**src/source/tile_settings.svh**
```systemverilog
`ifndef TILE_SETTINGS_SVH
`define TILE_SETTINGS_SVH

// ##########################################################
// Tile build settings
// ##########################################################

// Clock cycles per serial bit, even and at least 4
`define CLKS_PER_BIT 8

`define TX_DEPTH 4      // Entries in the outgoing flit queue

`define NODE_ID 2'd1    // Address of this tile

`endif

```
**src/source/phy_pkg.sv**
```systemverilog
package phy_pkg;

    // ##########################################################
    // Serial framing states
    // ##########################################################

    typedef enum logic [1:0] {
        TX_IDLE  = 2'd0,
        TX_START = 2'd1,
        TX_DATA  = 2'd2,
        TX_STOP  = 2'd3
    } tx_state_e;

    typedef enum logic [1:0] {
        RX_IDLE  = 2'd0,
        RX_START = 2'd1,   // Waiting for mid-start sample
        RX_DATA  = 2'd2,
        RX_STOP  = 2'd3
    } rx_state_e;

endpackage

```
**src/source/noc_pkg.sv**
```systemverilog
package noc_pkg;

    typedef enum logic [1:0] {
        OP_WRITE  = 2'd0,
        OP_READ   = 2'd1,
        OP_RESP   = 2'd2,
        OP_NOTIFY = 2'd3
    } flit_op_e;

    typedef logic [1:0]  node_id_t;
    typedef logic [11:0] payload_t;

    // Opcode in the top bits, then destination, then payload
    typedef struct packed {
        flit_op_e op;
        node_id_t dest;
        payload_t payload;
    } flit_t;

endpackage

```
**src/source/baud_timer.sv**
```systemverilog
`include "tile_settings.svh"

module baud_timer (
    input  logic clk,
    input  logic rst_n,
    input  logic tx_run,
    input  logic rx_run,
    input  logic rx_start,
    output logic tx_tick,
    output logic rx_tick
);
    localparam int CNT_W = $clog2(`CLKS_PER_BIT);
    localparam logic [CNT_W-1:0] LAST = CNT_W'(`CLKS_PER_BIT - 1);
    localparam logic [CNT_W-1:0] HALF = CNT_W'(`CLKS_PER_BIT / 2 - 1);

    logic [CNT_W-1:0] tx_cnt;
    logic [CNT_W-1:0] rx_cnt;

    // Transmit counter counts up, held at zero while idle
    always_ff @(posedge clk) begin
        if (!rst_n) begin
            tx_cnt <= '0;
        end else if (!tx_run || tx_cnt == LAST) begin
            tx_cnt <= '0;
        end else begin
            tx_cnt <= tx_cnt + 1'b1;
        end
    end

    // Receive counter counts down from a half period after the edge
    always_ff @(posedge clk) begin
        if (!rst_n) begin
            rx_cnt <= '0;
        end else if (rx_start) begin
            rx_cnt <= HALF;
        end else if (rx_run) begin
            rx_cnt <= (rx_cnt == '0) ? LAST : rx_cnt - 1'b1;
        end
    end

    assign tx_tick = tx_run && (tx_cnt == LAST);
    assign rx_tick = rx_run && (rx_cnt == '0);   // Mid-bit sample point
endmodule

```
**src/source/link_ctrl.sv**
```systemverilog
module link_ctrl import phy_pkg::*; (
    input  logic      clk,
    input  logic      rst_n,
    input  logic      byte_send,
    input  logic      tx_tick,
    input  logic      rx_tick,
    input  logic      rx_line,
    output logic      tx_run,
    output logic      rx_run,
    output logic      rx_start,
    output tx_state_e tx_state,
    output rx_state_e rx_state,
    output logic      byte_sent,
    output logic      byte_rcvd,
    output logic      frame_err
);
    logic [2:0] tx_idx;
    logic [2:0] rx_idx;
    logic       rx_line_q;   // Previous line level for edge detect

    // ##########################################################
    // Transmit framing
    // ##########################################################
    always_ff @(posedge clk) begin
        if (!rst_n) begin
            tx_state <= TX_IDLE;
            tx_idx   <= '0;
        end else begin
            case (tx_state)
                TX_IDLE:  if (byte_send) tx_state <= TX_START;
                TX_START: if (tx_tick) begin
                    tx_state <= TX_DATA;
                    tx_idx   <= '0;
                end
                TX_DATA:  if (tx_tick) begin
                    if (tx_idx == 3'd7) tx_state <= TX_STOP;
                    tx_idx <= tx_idx + 1'b1;
                end
                TX_STOP:  if (tx_tick) tx_state <= TX_IDLE;
                default:  tx_state <= TX_IDLE;
            endcase
        end
    end

    // ##########################################################
    // Receive framing
    // ##########################################################
    always_ff @(posedge clk) begin
        if (!rst_n) begin
            rx_state  <= RX_IDLE;
            rx_idx    <= '0;
            rx_line_q <= 1'b1;
        end else begin
            rx_line_q <= rx_line;
            case (rx_state)
                RX_IDLE:  if (rx_start) rx_state <= RX_START;
                RX_START: if (rx_tick) begin
                    rx_state <= rx_line ? RX_IDLE : RX_DATA;   // Glitch reject
                    rx_idx   <= '0;
                end
                RX_DATA:  if (rx_tick) begin
                    if (rx_idx == 3'd7) rx_state <= RX_STOP;
                    rx_idx <= rx_idx + 1'b1;
                end
                RX_STOP:  if (rx_tick) rx_state <= RX_IDLE;
                default:  rx_state <= RX_IDLE;
            endcase
        end
    end

    assign rx_start  = (rx_state == RX_IDLE) && rx_line_q && !rx_line;
    assign tx_run    = (tx_state != TX_IDLE);
    assign rx_run    = (rx_state != RX_IDLE);
    assign byte_sent = (tx_state == TX_STOP) && tx_tick;
    assign byte_rcvd = (rx_state == RX_STOP) && rx_tick && rx_line;
    assign frame_err = (rx_state == RX_STOP) && rx_tick && !rx_line;
endmodule

```
**src/source/byte_shifter.sv**
```systemverilog
module byte_shifter import phy_pkg::*; (
    input  logic       clk,
    input  logic       rst_n,
    input  logic [7:0] byte_out,
    input  logic       byte_send,
    input  tx_state_e  tx_state,
    input  logic       tx_tick,
    input  rx_state_e  rx_state,
    input  logic       rx_tick,
    input  logic       uart_rx,
    output logic       rx_line,
    output logic       uart_tx,
    output logic [7:0] byte_in
);
    logic [7:0] tx_shreg;
    logic [7:0] rx_shreg;
    logic       rx_meta;

    // Transmit register, LSB goes out first
    always_ff @(posedge clk) begin
        if (tx_state == TX_IDLE && byte_send) begin
            tx_shreg <= byte_out;
        end else if (tx_state == TX_DATA && tx_tick) begin
            tx_shreg <= {1'b0, tx_shreg[7:1]};
        end
    end

    always_comb begin
        case (tx_state)
            TX_START: uart_tx = 1'b0;
            TX_DATA:  uart_tx = tx_shreg[0];
            default:  uart_tx = 1'b1;   // Idle and stop are high
        endcase
    end

    // Line synchronizer
    always_ff @(posedge clk) begin
        if (!rst_n) begin
            rx_meta <= 1'b1;
            rx_line <= 1'b1;
        end else begin
            rx_meta <= uart_rx;
            rx_line <= rx_meta;
        end
    end

    always_ff @(posedge clk) begin
        if (rx_state == RX_DATA && rx_tick) rx_shreg <= {rx_line, rx_shreg[7:1]};
    end

    assign byte_in = rx_shreg;
endmodule

```
**src/source/flit_codec.sv**
```systemverilog
module flit_codec import noc_pkg::*; (
    input  logic       clk,
    input  logic       rst_n,
    input  logic       flit_send,
    input  flit_t      flit_out,
    output logic       codec_busy,
    output logic       byte_send,
    output logic [7:0] byte_out,
    input  logic       byte_sent,
    input  logic       byte_rcvd,
    input  logic [7:0] byte_in,
    input  logic       frame_err,
    output logic       flit_rcvd,
    output flit_t      flit_in,
    output logic       chk_err
);
    logic [15:0] tx_flit;
    logic [1:0]  tx_sel;    // 0 upper, 1 lower, 2 checksum
    logic        tx_busy;
    logic [1:0]  rx_cnt;
    logic [7:0]  rx_hi;
    logic [7:0]  rx_lo;

    // ##########################################################
    // Transmit side
    // ##########################################################
    always_ff @(posedge clk) begin
        if (flit_send && !tx_busy) tx_flit <= flit_out;
    end

    always_ff @(posedge clk) begin
        if (!rst_n) begin
            tx_busy   <= 1'b0;
            tx_sel    <= '0;
            byte_send <= 1'b0;
        end else begin
            byte_send <= 1'b0;
            if (flit_send && !tx_busy) begin
                tx_busy   <= 1'b1;
                tx_sel    <= '0;
                byte_send <= 1'b1;
            end else if (tx_busy && byte_sent) begin
                if (tx_sel == 2'd2) begin
                    tx_busy <= 1'b0;
                end else begin
                    tx_sel    <= tx_sel + 1'b1;
                    byte_send <= 1'b1;   // One cycle hand-off
                end
            end
        end
    end

    always_comb begin
        case (tx_sel)
            2'd0:    byte_out = tx_flit[15:8];
            2'd1:    byte_out = tx_flit[7:0];
            default: byte_out = tx_flit[15:8] ^ tx_flit[7:0];
        endcase
    end

    assign codec_busy = tx_busy;

    // ##########################################################
    // Receive side
    // ##########################################################
    always_ff @(posedge clk) begin
        if (!rst_n) begin
            rx_cnt    <= '0;
            flit_rcvd <= 1'b0;
            chk_err   <= 1'b0;
        end else begin
            flit_rcvd <= 1'b0;
            chk_err   <= 1'b0;
            if (frame_err) begin
                rx_cnt <= '0;   // Resync on the next byte
            end else if (byte_rcvd) begin
                case (rx_cnt)
                    2'd0: rx_cnt <= 2'd1;
                    2'd1: rx_cnt <= 2'd2;
                    default: begin
                        rx_cnt <= '0;
                        if (byte_in == (rx_hi ^ rx_lo)) flit_rcvd <= 1'b1;
                        else chk_err <= 1'b1;
                    end
                endcase
            end
        end
    end

    always_ff @(posedge clk) begin
        if (byte_rcvd && rx_cnt == 2'd0) rx_hi <= byte_in;
        if (byte_rcvd && rx_cnt == 2'd1) rx_lo <= byte_in;
        if (byte_rcvd && rx_cnt == 2'd2) flit_in <= flit_t'({rx_hi, rx_lo});
    end
endmodule

```
**src/source/endpoint.sv**
```systemverilog
`include "tile_settings.svh"

module endpoint import noc_pkg::*; (
    input  logic       clk,
    input  logic       rst_n,
    input  logic       tx_valid,
    input  flit_op_e   tx_op,
    input  node_id_t   tx_dest,
    input  payload_t   tx_payload,
    output logic       tx_full,
    input  logic       codec_busy,
    output logic       flit_send,
    output flit_t      flit_out,
    input  logic       flit_rcvd,
    input  flit_t      flit_in,
    output logic       rx_valid,
    output flit_op_e   rx_op,
    output node_id_t   rx_dest,
    output payload_t   rx_payload,
    output logic [7:0] drop_count
);
    localparam int PTR_W = $clog2(`TX_DEPTH);
    localparam int CNT_W = $clog2(`TX_DEPTH + 1);
    localparam logic [PTR_W-1:0] PTR_LAST = PTR_W'(`TX_DEPTH - 1);

    flit_t            queue [`TX_DEPTH];
    logic [PTR_W-1:0] wr_ptr;
    logic [PTR_W-1:0] rd_ptr;
    logic [CNT_W-1:0] count;
    logic             push;
    logic             pop;

    assign tx_full = (count == CNT_W'(`TX_DEPTH));
    assign push    = tx_valid && !tx_full;
    assign pop     = (count != '0) && !codec_busy && !tx_valid;   // Bus writes first

    always_ff @(posedge clk) begin
        if (push) queue[wr_ptr] <= '{op: tx_op, dest: tx_dest, payload: tx_payload};
    end

    always_ff @(posedge clk) begin
        if (!rst_n) begin
            wr_ptr <= '0;
            rd_ptr <= '0;
            count  <= '0;
        end else begin
            if (push) wr_ptr <= (wr_ptr == PTR_LAST) ? '0 : wr_ptr + 1'b1;
            if (pop) rd_ptr <= (rd_ptr == PTR_LAST) ? '0 : rd_ptr + 1'b1;
            count <= count + CNT_W'(push) - CNT_W'(pop);
        end
    end

    assign flit_send = pop;
    assign flit_out  = queue[rd_ptr];

    // Address filter on received flits
    always_ff @(posedge clk) begin
        if (!rst_n) begin
            rx_valid   <= 1'b0;
            drop_count <= '0;
        end else begin
            rx_valid <= flit_rcvd && (flit_in.dest == `NODE_ID);
            if (flit_rcvd && flit_in.dest != `NODE_ID && drop_count != 8'hff) begin
                drop_count <= drop_count + 1'b1;
            end
        end
    end

    always_ff @(posedge clk) begin
        if (flit_rcvd) begin
            rx_op      <= flit_in.op;
            rx_dest    <= flit_in.dest;
            rx_payload <= flit_in.payload;
        end
    end
endmodule

```
**src/source/tile.sv**
```systemverilog
module tile import noc_pkg::*; (
    input  logic       clk,
    input  logic       rst_n,
    input  logic       uart_rx,
    output logic       uart_tx,
    input  logic       tx_valid,
    input  flit_op_e   tx_op,
    input  node_id_t   tx_dest,
    input  payload_t   tx_payload,
    output logic       tx_full,
    output logic       rx_valid,
    output flit_op_e   rx_op,
    output node_id_t   rx_dest,
    output payload_t   rx_payload,
    output logic       chk_err,
    output logic       frame_err,
    output logic [7:0] drop_count
);
    logic tx_run, rx_run, rx_start, tx_tick, rx_tick, rx_line;
    logic byte_send, byte_sent, byte_rcvd;
    logic [7:0] byte_out, byte_in;
    logic codec_busy, flit_send, flit_rcvd;
    flit_t flit_out, flit_in;
    phy_pkg::tx_state_e tx_state;
    phy_pkg::rx_state_e rx_state;

    // ##########################################################
    // Serial link
    // ##########################################################
    baud_timer i_baud_timer (.clk, .rst_n, .tx_run, .rx_run, .rx_start, .tx_tick, .rx_tick);

    link_ctrl i_link_ctrl (
        .clk, .rst_n, .byte_send, .tx_tick, .rx_tick, .rx_line,
        .tx_run, .rx_run, .rx_start, .tx_state, .rx_state,
        .byte_sent, .byte_rcvd, .frame_err
    );

    byte_shifter i_byte_shifter (
        .clk, .rst_n, .byte_out, .byte_send, .tx_state, .tx_tick,
        .rx_state, .rx_tick, .uart_rx, .rx_line, .uart_tx, .byte_in
    );

    // Framing and local endpoint
    flit_codec i_flit_codec (
        .clk, .rst_n, .flit_send, .flit_out, .codec_busy, .byte_send, .byte_out,
        .byte_sent, .byte_rcvd, .byte_in, .frame_err, .flit_rcvd, .flit_in, .chk_err
    );

    endpoint i_endpoint (
        .clk, .rst_n, .tx_valid, .tx_op, .tx_dest, .tx_payload, .tx_full,
        .codec_busy, .flit_send, .flit_out, .flit_rcvd, .flit_in,
        .rx_valid, .rx_op, .rx_dest, .rx_payload, .drop_count
    );
endmodule

```
**config.mk**
```make
export PLATFORM = sky130hd
export DESIGN_NAME = tile
export DESIGN_NICKNAME = d
export VERILOG_FILES = /design/src/source/phy_pkg.sv /design/src/source/noc_pkg.sv /design/src/source/baud_timer.sv /design/src/source/link_ctrl.sv /design/src/source/byte_shifter.sv /design/src/source/flit_codec.sv /design/src/source/endpoint.sv /design/src/source/tile.sv
export VERILOG_INCLUDE_DIRS = /design/src /design/src/source
export SDC_FILE = /design/constraint.sdc
export NUM_CORES = 1
export LEC_CHECK = 0
export BUFFER_PORTS_ARGS = -buffer_cell sky130_fd_sc_hd__buf_2
export CAP_MARGIN = 20
export CORE_MARGIN = 4
export CORE_UTILIZATION = 40
export CTS_BUF_LIST = sky130_fd_sc_hd__clkbuf_16
export DETAILED_ROUTE_END_ITERATION = 12
export SLEW_MARGIN = 30
export SYNTH_ARGS = -nofsm -noshare
export SYNTH_HDL_FRONTEND = slang
export SYNTH_SLANG_ARGS = --single-unit
export TNS_END_PERCENT = 100
```
**constraint.sdc**
```tcl
create_clock -name clk -period 4.24 [get_ports clk]
set_clock_uncertainty 0.2 [all_clocks]
set_input_delay 0.636 -clock clk [delete_from_list [all_inputs] [get_ports clk]]
set_output_delay 0.636 -clock clk [all_outputs]
set_load 0.05 [all_outputs]
```
Yosys cells after proc, flatten, opt, wreduce, memory -nomap -nowiden
Memory sizes are Yosys's and may differ from the RTL's. A register that Yosys moved wholly into a read port is not among the register bits.
Cells that the tools add are included.

word-level totals
  output and inout port bits = 29
  input bits = 20
  word-level logic and storage cells = 169
  register bits after elaboration = 107
  memories = 1
  memory bits (writable) = 64

memory list
  memory            words  width  read ports  clocked after Yosys merged registers in  wr ports  line            text
  i_endpoint.queue  4      16     1           1                                        1         endpoint.sv:26  flit_t queue [`TX_DEPTH];

operators by class
  bitwise operators = 5
  reduce and logical (&&, ||, !) cells = 53
  add/subtract/negate cells = 10
  equality and inequality tests = 30
  multiplexer cells = 39

operators by type and width
  kind                                                                     count
  2-bit 2-to-1 mux                                                         15
  1-bit logical AND                                                        22
  2-bit equality test, second input constant                               8
  8-bit 2-to-1 mux                                                         2
  2-bit by 1-bit inequality test with 1-bit output, second input constant  8
  2-bit one-hot mux with 4 select lines                                    2
  8-bit one-hot mux with 2 select lines                                    1
  2-bit nonzero test                                                       8
  8-bit XOR                                                                2
  3-bit 2-to-1 mux                                                         5
  3-bit equality test, second input constant                               4
  3-bit one-hot mux with 2 select lines                                    2
  2-bit by 1-bit equality test with 1-bit output, second input constant    5
  1-bit 2-to-1 mux                                                         10
  5-bit AND reduction                                                      2
  3-bit by 1-bit adder with 3-bit output, second input constant            3
  8-bit by 1-bit adder with 8-bit output, second input constant            1
  8-bit equality test                                                      1
  2-bit zero test                                                          4
  8-bit inequality test, second input constant                             1
  2-bit OR reduction                                                       4
  2-bit by 1-bit adder with 2-bit output, second input constant            3
  2-bit inequality test, second input constant                             3
  3-bit AND reduction                                                      2
  12 further kinds                                                         19

Logic depth before layout (Yosys ltp)
Gate-level depths: netlist (run 1).

  depth in word-level cells = 6
  depth in mapped cells = 10
  mapped depth without buffers = 10

Hierarchy
A second synthesis (run 1) with hierarchy kept.

unflattened totals
  cell total of the unflattened synthesis = 478
  area total of the unflattened synthesis = 7478.4 µm²

modules (own cells, without submodules)
  module        instances  cells an instance  sequential area each (µm²)  area an instance (µm²)
  endpoint      1          198                2762.6                      3706.1
  flit_codec    1          143                1601.5                      2168.3
  byte_shifter  1          36                 520.5                       675.6
  link_ctrl     1          72                 220.2                       641.9
  baud_timer    1          29                 120.1                       286.5

Least setup slack after synthesis (run 1)
Ideal clock, no wire load.

  path type = register to register
  start = reg i_endpoint.count[2]
  end = reg i_endpoint.count[2]
  cell stages (with the launch flop) = 10
  path buffers = 1
  setup slack = 1.296 ns
  period minus slack after synthesis = 2.944 ns
  data required time = 3.912 ns
  arrival = 2.617 ns
  library setup time = 0.128 ns
  cells stage by stage = dfxtp_1 > nor3b_1 > nor2b_1 > clkbuf_1 > ha_1 > inv_1 > fa_1 > xor2_1 > xnor2_1 > nor2_1

between the ends
  longest elaborated chain between the ends = 5
  elaborated cells between the ends (all ways) = 8
  those cells by class = add/sub (2); eq/ne (1); reduce/logical (5)

RTL lines
  what                                         line            text
  from (decl)                                  endpoint.sv:29  logic [CNT_W-1:0] count;
  from (signal assigned)                       endpoint.sv:49  count <= count + CNT_W'(push) - CNT_W'(pop);
  3-bit equality test                          endpoint.sv:33  assign tx_full = (count == CNT_W'(`TX_DEPTH));
  net tx_full                                  tile.sv:10      output logic tx_full,
  1-bit zero test                              endpoint.sv:34  assign push = tx_valid && !tx_full;
  1-bit logical AND                            endpoint.sv:34
  net i_endpoint.push                          endpoint.sv:30  logic push;
  3-bit by 1-bit adder with 3-bit output       endpoint.sv:49
  3-bit by 1-bit subtractor with 3-bit output  endpoint.sv:49

The timed path passes the listed nets, and every way through them passes these cells.
A chain may end at the register's enable or synchronous reset.

Worst setup path in the final report (run 1)
  start = reg i_baud_timer.rx_cnt[0]
  end = out frame_err

between the ends
  longest elaborated chain between the ends = 4

RTL lines
  what                            line              text
  from (decl)                     baud_timer.sv:17  logic [CNT_W-1:0] rx_cnt;
  from (signal assigned)          baud_timer.sv:37  rx_cnt <= (rx_cnt == '0) ? LAST : rx_cnt - 1'b1;
  3-bit zero test                 baud_timer.sv:42  assign rx_tick = rx_run && (rx_cnt == '0);
  1-bit logical AND               baud_timer.sv:42
  1-bit logical AND (2 in a row)  link_ctrl.sv:76   assign frame_err = (rx_state == RX_STOP) && rx_tick && !rx_line;
  to (decl)                       tile.sv:16        output logic frame_err,

Every way passes these cells.

==> results of run 1 <==
==> per-layer routing <==
metal  share of wire (%)  global-route usage (%)  up-vias
li1                    -                       -     1862
met1                  47                   15.92     1854
met4                 1.3                   5.353        0
met5                   0                       0        -
met3                 4.0                   3.248       14
met2                  48                   18.89       84
==> sequential cells by signal, summed over array words and instances, names as in the netlist, 3 cells and up, named ones only <==
signal / count
i_link_ctrl.tx_idx: 3
i_link_ctrl.rx_idx: 3
i_endpoint.count: 3
i_baud_timer.tx_cnt: 3
i_endpoint.queue: 64
i_baud_timer.rx_cnt: 3
i_byte_shifter.tx_shreg: 8
i_byte_shifter.byte_in: 8
i_flit_codec.rx_lo: 8
i_flit_codec.flit_in: 16
i_endpoint.drop_count: 8
i_flit_codec.tx_flit: 16
i_endpoint.rx_payload: 12
i_flit_codec.rx_hi: 8
==> critical path, stage by stage (launching register included) <==
cell and delay [ns]:
dfxtp_1 0.30, inv_1 0.10, ha_1 0.20, nor2b_1 0.52
nand3_1 0.20, nor2_1 0.12, buf_2 0.27
==> cell type report <==
cell class | instances | area share, %
Sequential cell | 187 | 61.96
Multi-Input combinational cell | 247 | 23.76
Clock buffer | 17 | 5.084
Tap cell | 229 | 3.424
Timing Repair Buffer | 53 | 3.319
Clock inverter | 13 | 1.734
Inverter | 16 | 0.7177
==> where the power goes <==
part,switching [W],internal (W),total (W)
Sequential,0.0000780,0.00216,0.00224
Combinational,0.000318,0.000244,0.000562
Clock,0.000667,0.000869,0.00154
==> placed cells by master, fill, tap and decap left out, drive strengths merged, types with 7 or more instances in the layout <==
cell type / n
edfxtp: 144
buf: 53
nor2: 50
dfxtp: 43
ha: 23
inv: 22
o21ai: 21
clkbuf: 17
mux4: 16
nand2: 14
a21oi: 14
nor3: 10
and2: 9
nand2b: 8
a21o: 7
mux2i: 7
==> stage by stage <==
step | power, W | utilization (%)
final | 0.004334 | 46.58
after detailed placement | 0.002854 | 43.41
after global placement | 0.002827 | 43.41
after global routing | 0.004541 | 46.58
after CTS | 0.004392 | 46.58
after floorplan | 0.002705 | -
==> cells by family (layout without fill, tap and decap cells) <==
family | count (synthesis) | after routing
compound gates | 64 | 64
mux | 24 | 24
buf+inv | 32 | 99
flops | 187 | 187
xor+xnor | 15 | 15
simple gates | 120 | 120
fa+ha+maj | 24 | 24
==> synth_stat cells (7+ instances only) <==
| master | number | area share, % |
|---|---|---|
| clkbuf_1 | 11 | 0.56 |
| nor2_1 | 50 | 2.6 |
| mux4_2 | 16 | 4.9 |
| a21oi_1 | 14 | 0.96 |
| and2_1 | 9 | 0.77 |
| ha_1 | 23 | 3.9 |
| nand2_1 | 14 | 0.72 |
| nand2b_1 | 7 | 0.60 |
| dfxtp_1 | 43 | 12 |
| nor3_1 | 9 | 0.62 |
| mux2i_1 | 7 | 0.96 |
| edfxtp_1 | 144 | 59 |
| o21ai_0 | 21 | 1.4 |
| a21o_1 | 7 | 0.72 |
| inv_1 | 16 | 0.82 |
==> final timing paths <==
check | startpoint | endpoint | slack [ns] | cells past startpoint
hold reg to reg | i_byte_shifter.rx_meta | i_byte_shifter.rx_line | 0.21 | 1
hold / removal | i_byte_shifter.rx_meta | i_byte_shifter.rx_line | 0.21 | 1
setup / recovery | i_baud_timer.rx_cnt[0] | frame_err | 1.27 | 6
setup reg to reg | i_baud_timer.rx_cnt[0] | i_flit_codec.rx_hi[3] | 1.57 | 6
==> flow_metrics.tcl, run 1 <==
set metrics [dict create \
    synth_top_family_by_area "simple AND/OR/NAND/NOR gates" \
    synthAdderAreaFrac_pct 4.210 \
    placedInstanceArea_um2 7797 \
    grt_pass1_wl_um 19270 \
    ant_nets 0 \
    fillers 1548 \
    period_needed_ns 2.967 \
    cts_hold_buf 0 \
    drive_gt1_share_pct 19.89 \
    tns_ns 0 \
    arrival_ns 2.13 \
    ys_seq_area_share_pct 70.92 \
    critical_path_class "reg2out" \
    rows 49 \
    synth-simple-area-share_pct 8.318 \
    fin_nets 566 \
    hpwlAfterDp_um 7792 \
    synth_xor_area_share_pct 2.927 \
    cts_tree "done" \
    cts_sinks 187 \
    power_leakage_nw 2.991 \
    vdd_drop_max_uv 305.5 \
    vias 3814 \
    max_freq_mhz 337.1 \
    hp-class "reg2reg" \
    via_per_inst 5.005 \
    syn_to_final_growth_pct 14.46 \
    core_um2 17960 \
    synth.area.mux_share_pct 6.041 \
    hold_ws_ns 0.2064 \
    htree_levels 4 \
    firstDrtPassIters 4 \
    worst_pin_slew_ns 0.8252 \
    setup_ws_ns 1.273 \
    insertion_delay_ns 0.42 \
    synth_warnings 0 \
    cap_violations 0 \
    p_per_area_nw_per_um2 517.9 \
    wl_per_cell_um 15.06 \
    cts_buffer_depth 2 \
    seq_area_um2 5185 \
    antenna_found_initial 0 \
    path_clk_slew_ns 0.06 \
    finalCritPeriodShare_pct 69.97 \
    drt_iter0_drc 201 \
    multi_input_area_um2 1988 \
    critPathLaunchType "flip-flop" \
    num_io_pins 49 \
    post_cts_buffers 0 \
    final_cells 762 \
    end_kind "output port" \
    ys_async_sr_fraction_pct 0 \
    place_inst 732 \
    dieArea_um2 20500 \
    synth.avg_cell_area_um2 15.69 \
    fp.dieW_um 143.2 \
    hold_viol 0 \
    start_util_pct 40.70 \
    drc 0 \
    ctsRootBufferMaster "clkbuf_16" \
    portBuffers 48 \
    wirelength_um 11470 \
    synth_nets 510 \
    grt_overflow 0 \
    place_ws_ns 1.565 \
    fin_area_um2 8368 \
    setup_viol 0 \
    slew_headroom_pct 44.99 \
    rsz0062_at_grt "false" \
    ys_ff_latch 187 \
    grt_max_degree 32 \
    diodes 0 \
    die_height_um 143.2 \
    status "finished clean" \
    place.gp.congestion 0.7553 \
    synth_compound_area_share_pct 5.699 \
    crit_fanout 9 \
    synthesis.area_um2 7311 \
    cts_buffers 17 \
    cp_data_required_time_ns 3.40 \
    synthCells 466 \
    cts_resized 0 \
    synth_edf_count 144 \
    slew_violations 0 \
    ys_types 51 \
    grt_usage_pct 12.09 \
    grt_pass1_vias 3871 \
    synth_ff_type "edfxtp_1" \
]
Note: power is estimated with default switching activity, not from simulation.
==> run 2, diff against run 1 <==
==> constraint.sdc (replaced) <==
create_clock -name clk -period 2.95 [get_ports clk]
set_clock_uncertainty 0.2 [all_clocks]
set_input_delay 0.4425 -clock clk [delete_from_list [all_inputs] [get_ports clk]]
set_output_delay 0.4425 -clock clk [all_outputs]
set_load 0.05 [all_outputs]
==> run 2 against run 1 <==
Effect of this change: first-iteration DRC count rose by 4.5%; clock power is 42% higher; critical path type unchanged; combinational power up 49%; sequential share of layout area shrank 0.57 points; critical path depth up 1; core utilization grew 0.43 points; worst setup slack got worse by 0.78 ns; sequential power is 44% higher; largest power group unchanged; design area up 0.93%.
==> flow_metrics.tcl, run 2 (synthesized netlist as in run 1, its figures left out) <==
set metrics [dict create \
    cts_buffer_depth 2 \
    dieArea_um2 20500 \
    fin_area_um2 8446 \
    fin_nets 575 \
    portBuffers 48 \
    rows 49 \
    cts_tree "done" \
    place_inst 740 \
    grt_pass1_vias 3969 \
    final_common_cell "edfxtp_1" \
    grt_pass1_wl_um 19710 \
    vdd_drop_max_uv 516.9 \
    antenna_found_initial 0 \
    most-common-layout-cells "144 x edfxtp_1, 50 x nor2_1, 48 x buf_2" \
    start_util_pct 40.70 \
    cts_buffers 17 \
    crit_fanout 9 \
    slew_headroom_pct 38.14 \
    grt_usage_pct 12.38 \
    critPathLaunchType "flip-flop" \
    largest_reg_flops 64 \
    num_io_pins 49 \
    syn_to_final_growth_pct 15.52 \
    core_um2 17960 \
    die_height_um 143.2 \
    period_needed_ns 2.459 \
    cap_violations 0 \
    end_kind "output port" \
    status "finished clean" \
    critical_path_class "reg2out" \
    finalCritPeriodShare_pct 83.36 \
    p_per_area_nw_per_um2 737.3 \
    drt_iter0_drc 210 \
    grt_overflow 0 \
    hpwlAfterDp_um 7791 \
    ctsRootBufferMaster "clkbuf_16" \
    vias 3862 \
    arrival_ns 1.82 \
    final_cells 773 \
    cts_sinks 187 \
    wl_per_cell_um 15.52 \
    fillers 1553 \
    slew_violations 0 \
    fp.dieW_um 143.2 \
    drc 0 \
    insertion_delay_ns 0.42 \
    grt_max_degree 25 \
    cp_data_required_time_ns 2.31 \
    max_freq_mhz 406.7 \
    rsz0062_at_grt "false" \
    firstDrtPassIters 4 \
    ant_nets 0 \
    hold_ws_ns 0.02266 \
    hp-class "in2reg" \
    power_leakage_nw 3.037 \
    place.gp.congestion 0.7629 \
    worst_pin_slew_ns 0.9266 \
    wirelength_um 11990 \
    via_per_inst 4.996 \
    tns_ns 0 \
    drive_gt1_share_pct 21.32 \
    reg_top3 "i_endpoint.queue (64), i_flit_codec.flit_in (16), i_flit_codec.tx_flit (16)" \
    placedInstanceArea_um2 7858 \
    diodes 0 \
    path_clk_slew_ns 0.07 \
    setup_viol 0 \
    r2r_setup_slack_ns 0.57 \
    htree_levels 4 \
    regMostFlops "i_endpoint.queue" \
    hold_viol 0 \
]
==> run 2: cell count changes in the layout (fill, tap and decap cells not counted), sizes merged <==
cell,previous run,this run
inv,22,25
dlygate4sd3,0,1
clkinv,2,3
bufinv,2,0
buf,53,61
==> run 2: what timing repair did <==
action,in CTS,in global routing
hold buffers,1,0
setup endpoints to repair,0,0
resized for setup,0,0
hold endpoints to repair,1,0
buffers inserted,0,0
==> run 2: power breakdown <==
group,switching (W),leakage [nW],internal (W)
Clock,0.00105,0.277,0.00113
Combinational,0.000467,1.10,0.000368
Sequential,0.000115,1.66,0.00310
==> run 2: final cells by class <==
| class | instances | area [µm²] | share of cell area (%) |
|---|---|---|---|
| Tap cell | 229 | 286.5 | 3.393 |
| Clock inverter | 15 | 152.6 | 1.807 |
| Inverter | 16 | 60.06 | 0.7111 |
| Multi-Input combinational cell | 247 | 1988 | 23.54 |
| Sequential cell | 187 | 5185 | 61.39 |
| Clock buffer | 17 | 425.4 | 5.037 |
| Timing Repair Buffer | 62 | 347.8 | 4.119 |
==> run 2: path summary, 6_finish.rpt <==
path / from / end / cells after the start
min reg2reg: i_byte_shifter.rx_meta / i_byte_shifter.rx_line / 1
max: i_baud_timer.rx_cnt[0] / frame_err / 7
min: tx_payload[7] / i_endpoint.queue[0][7] / 1
max reg2reg: i_endpoint.count[1] / i_endpoint.count[2] / 10
==> run 2: metal layers <==
metal / up-vias / GRT usage [%] / wire length, µm
li1: 1877 / - / -
met3: 13 / 2.713 / 395
met4: 0 / 5.153 / 154
met1: 1911 / 15.58 / 5440
met5: - / 0 / 0
met2: 61 / 20.77 / 6003
==> run 2: metrics by stage <==
| step | power [W] | worst slack, ns | utilization [%] |
|---|---|---|---|
| after floorplan | 0.003888 | 0.005558 | - |
| final | 0.006227 | 0.4909 | 47.02 |
| after detailed placement | 0.004130 | 0.5811 | 43.74 |
| after global placement | 0.004084 | 0.6845 | 43.74 |
| after global routing | 0.006523 | 0.3319 | 47.02 |
| after CTS | 0.006303 | 0.4517 | 47.02 |
==> run 2: critical path, stage by stage (launching register included) <==
cell	delay, ns
dfxtp_1	0.30
inv_1	0.10
ha_1	0.20
nor2b_1	0.13
buf_4	0.16
nand3_1	0.12
nor2_1	0.12
buf_2	0.27
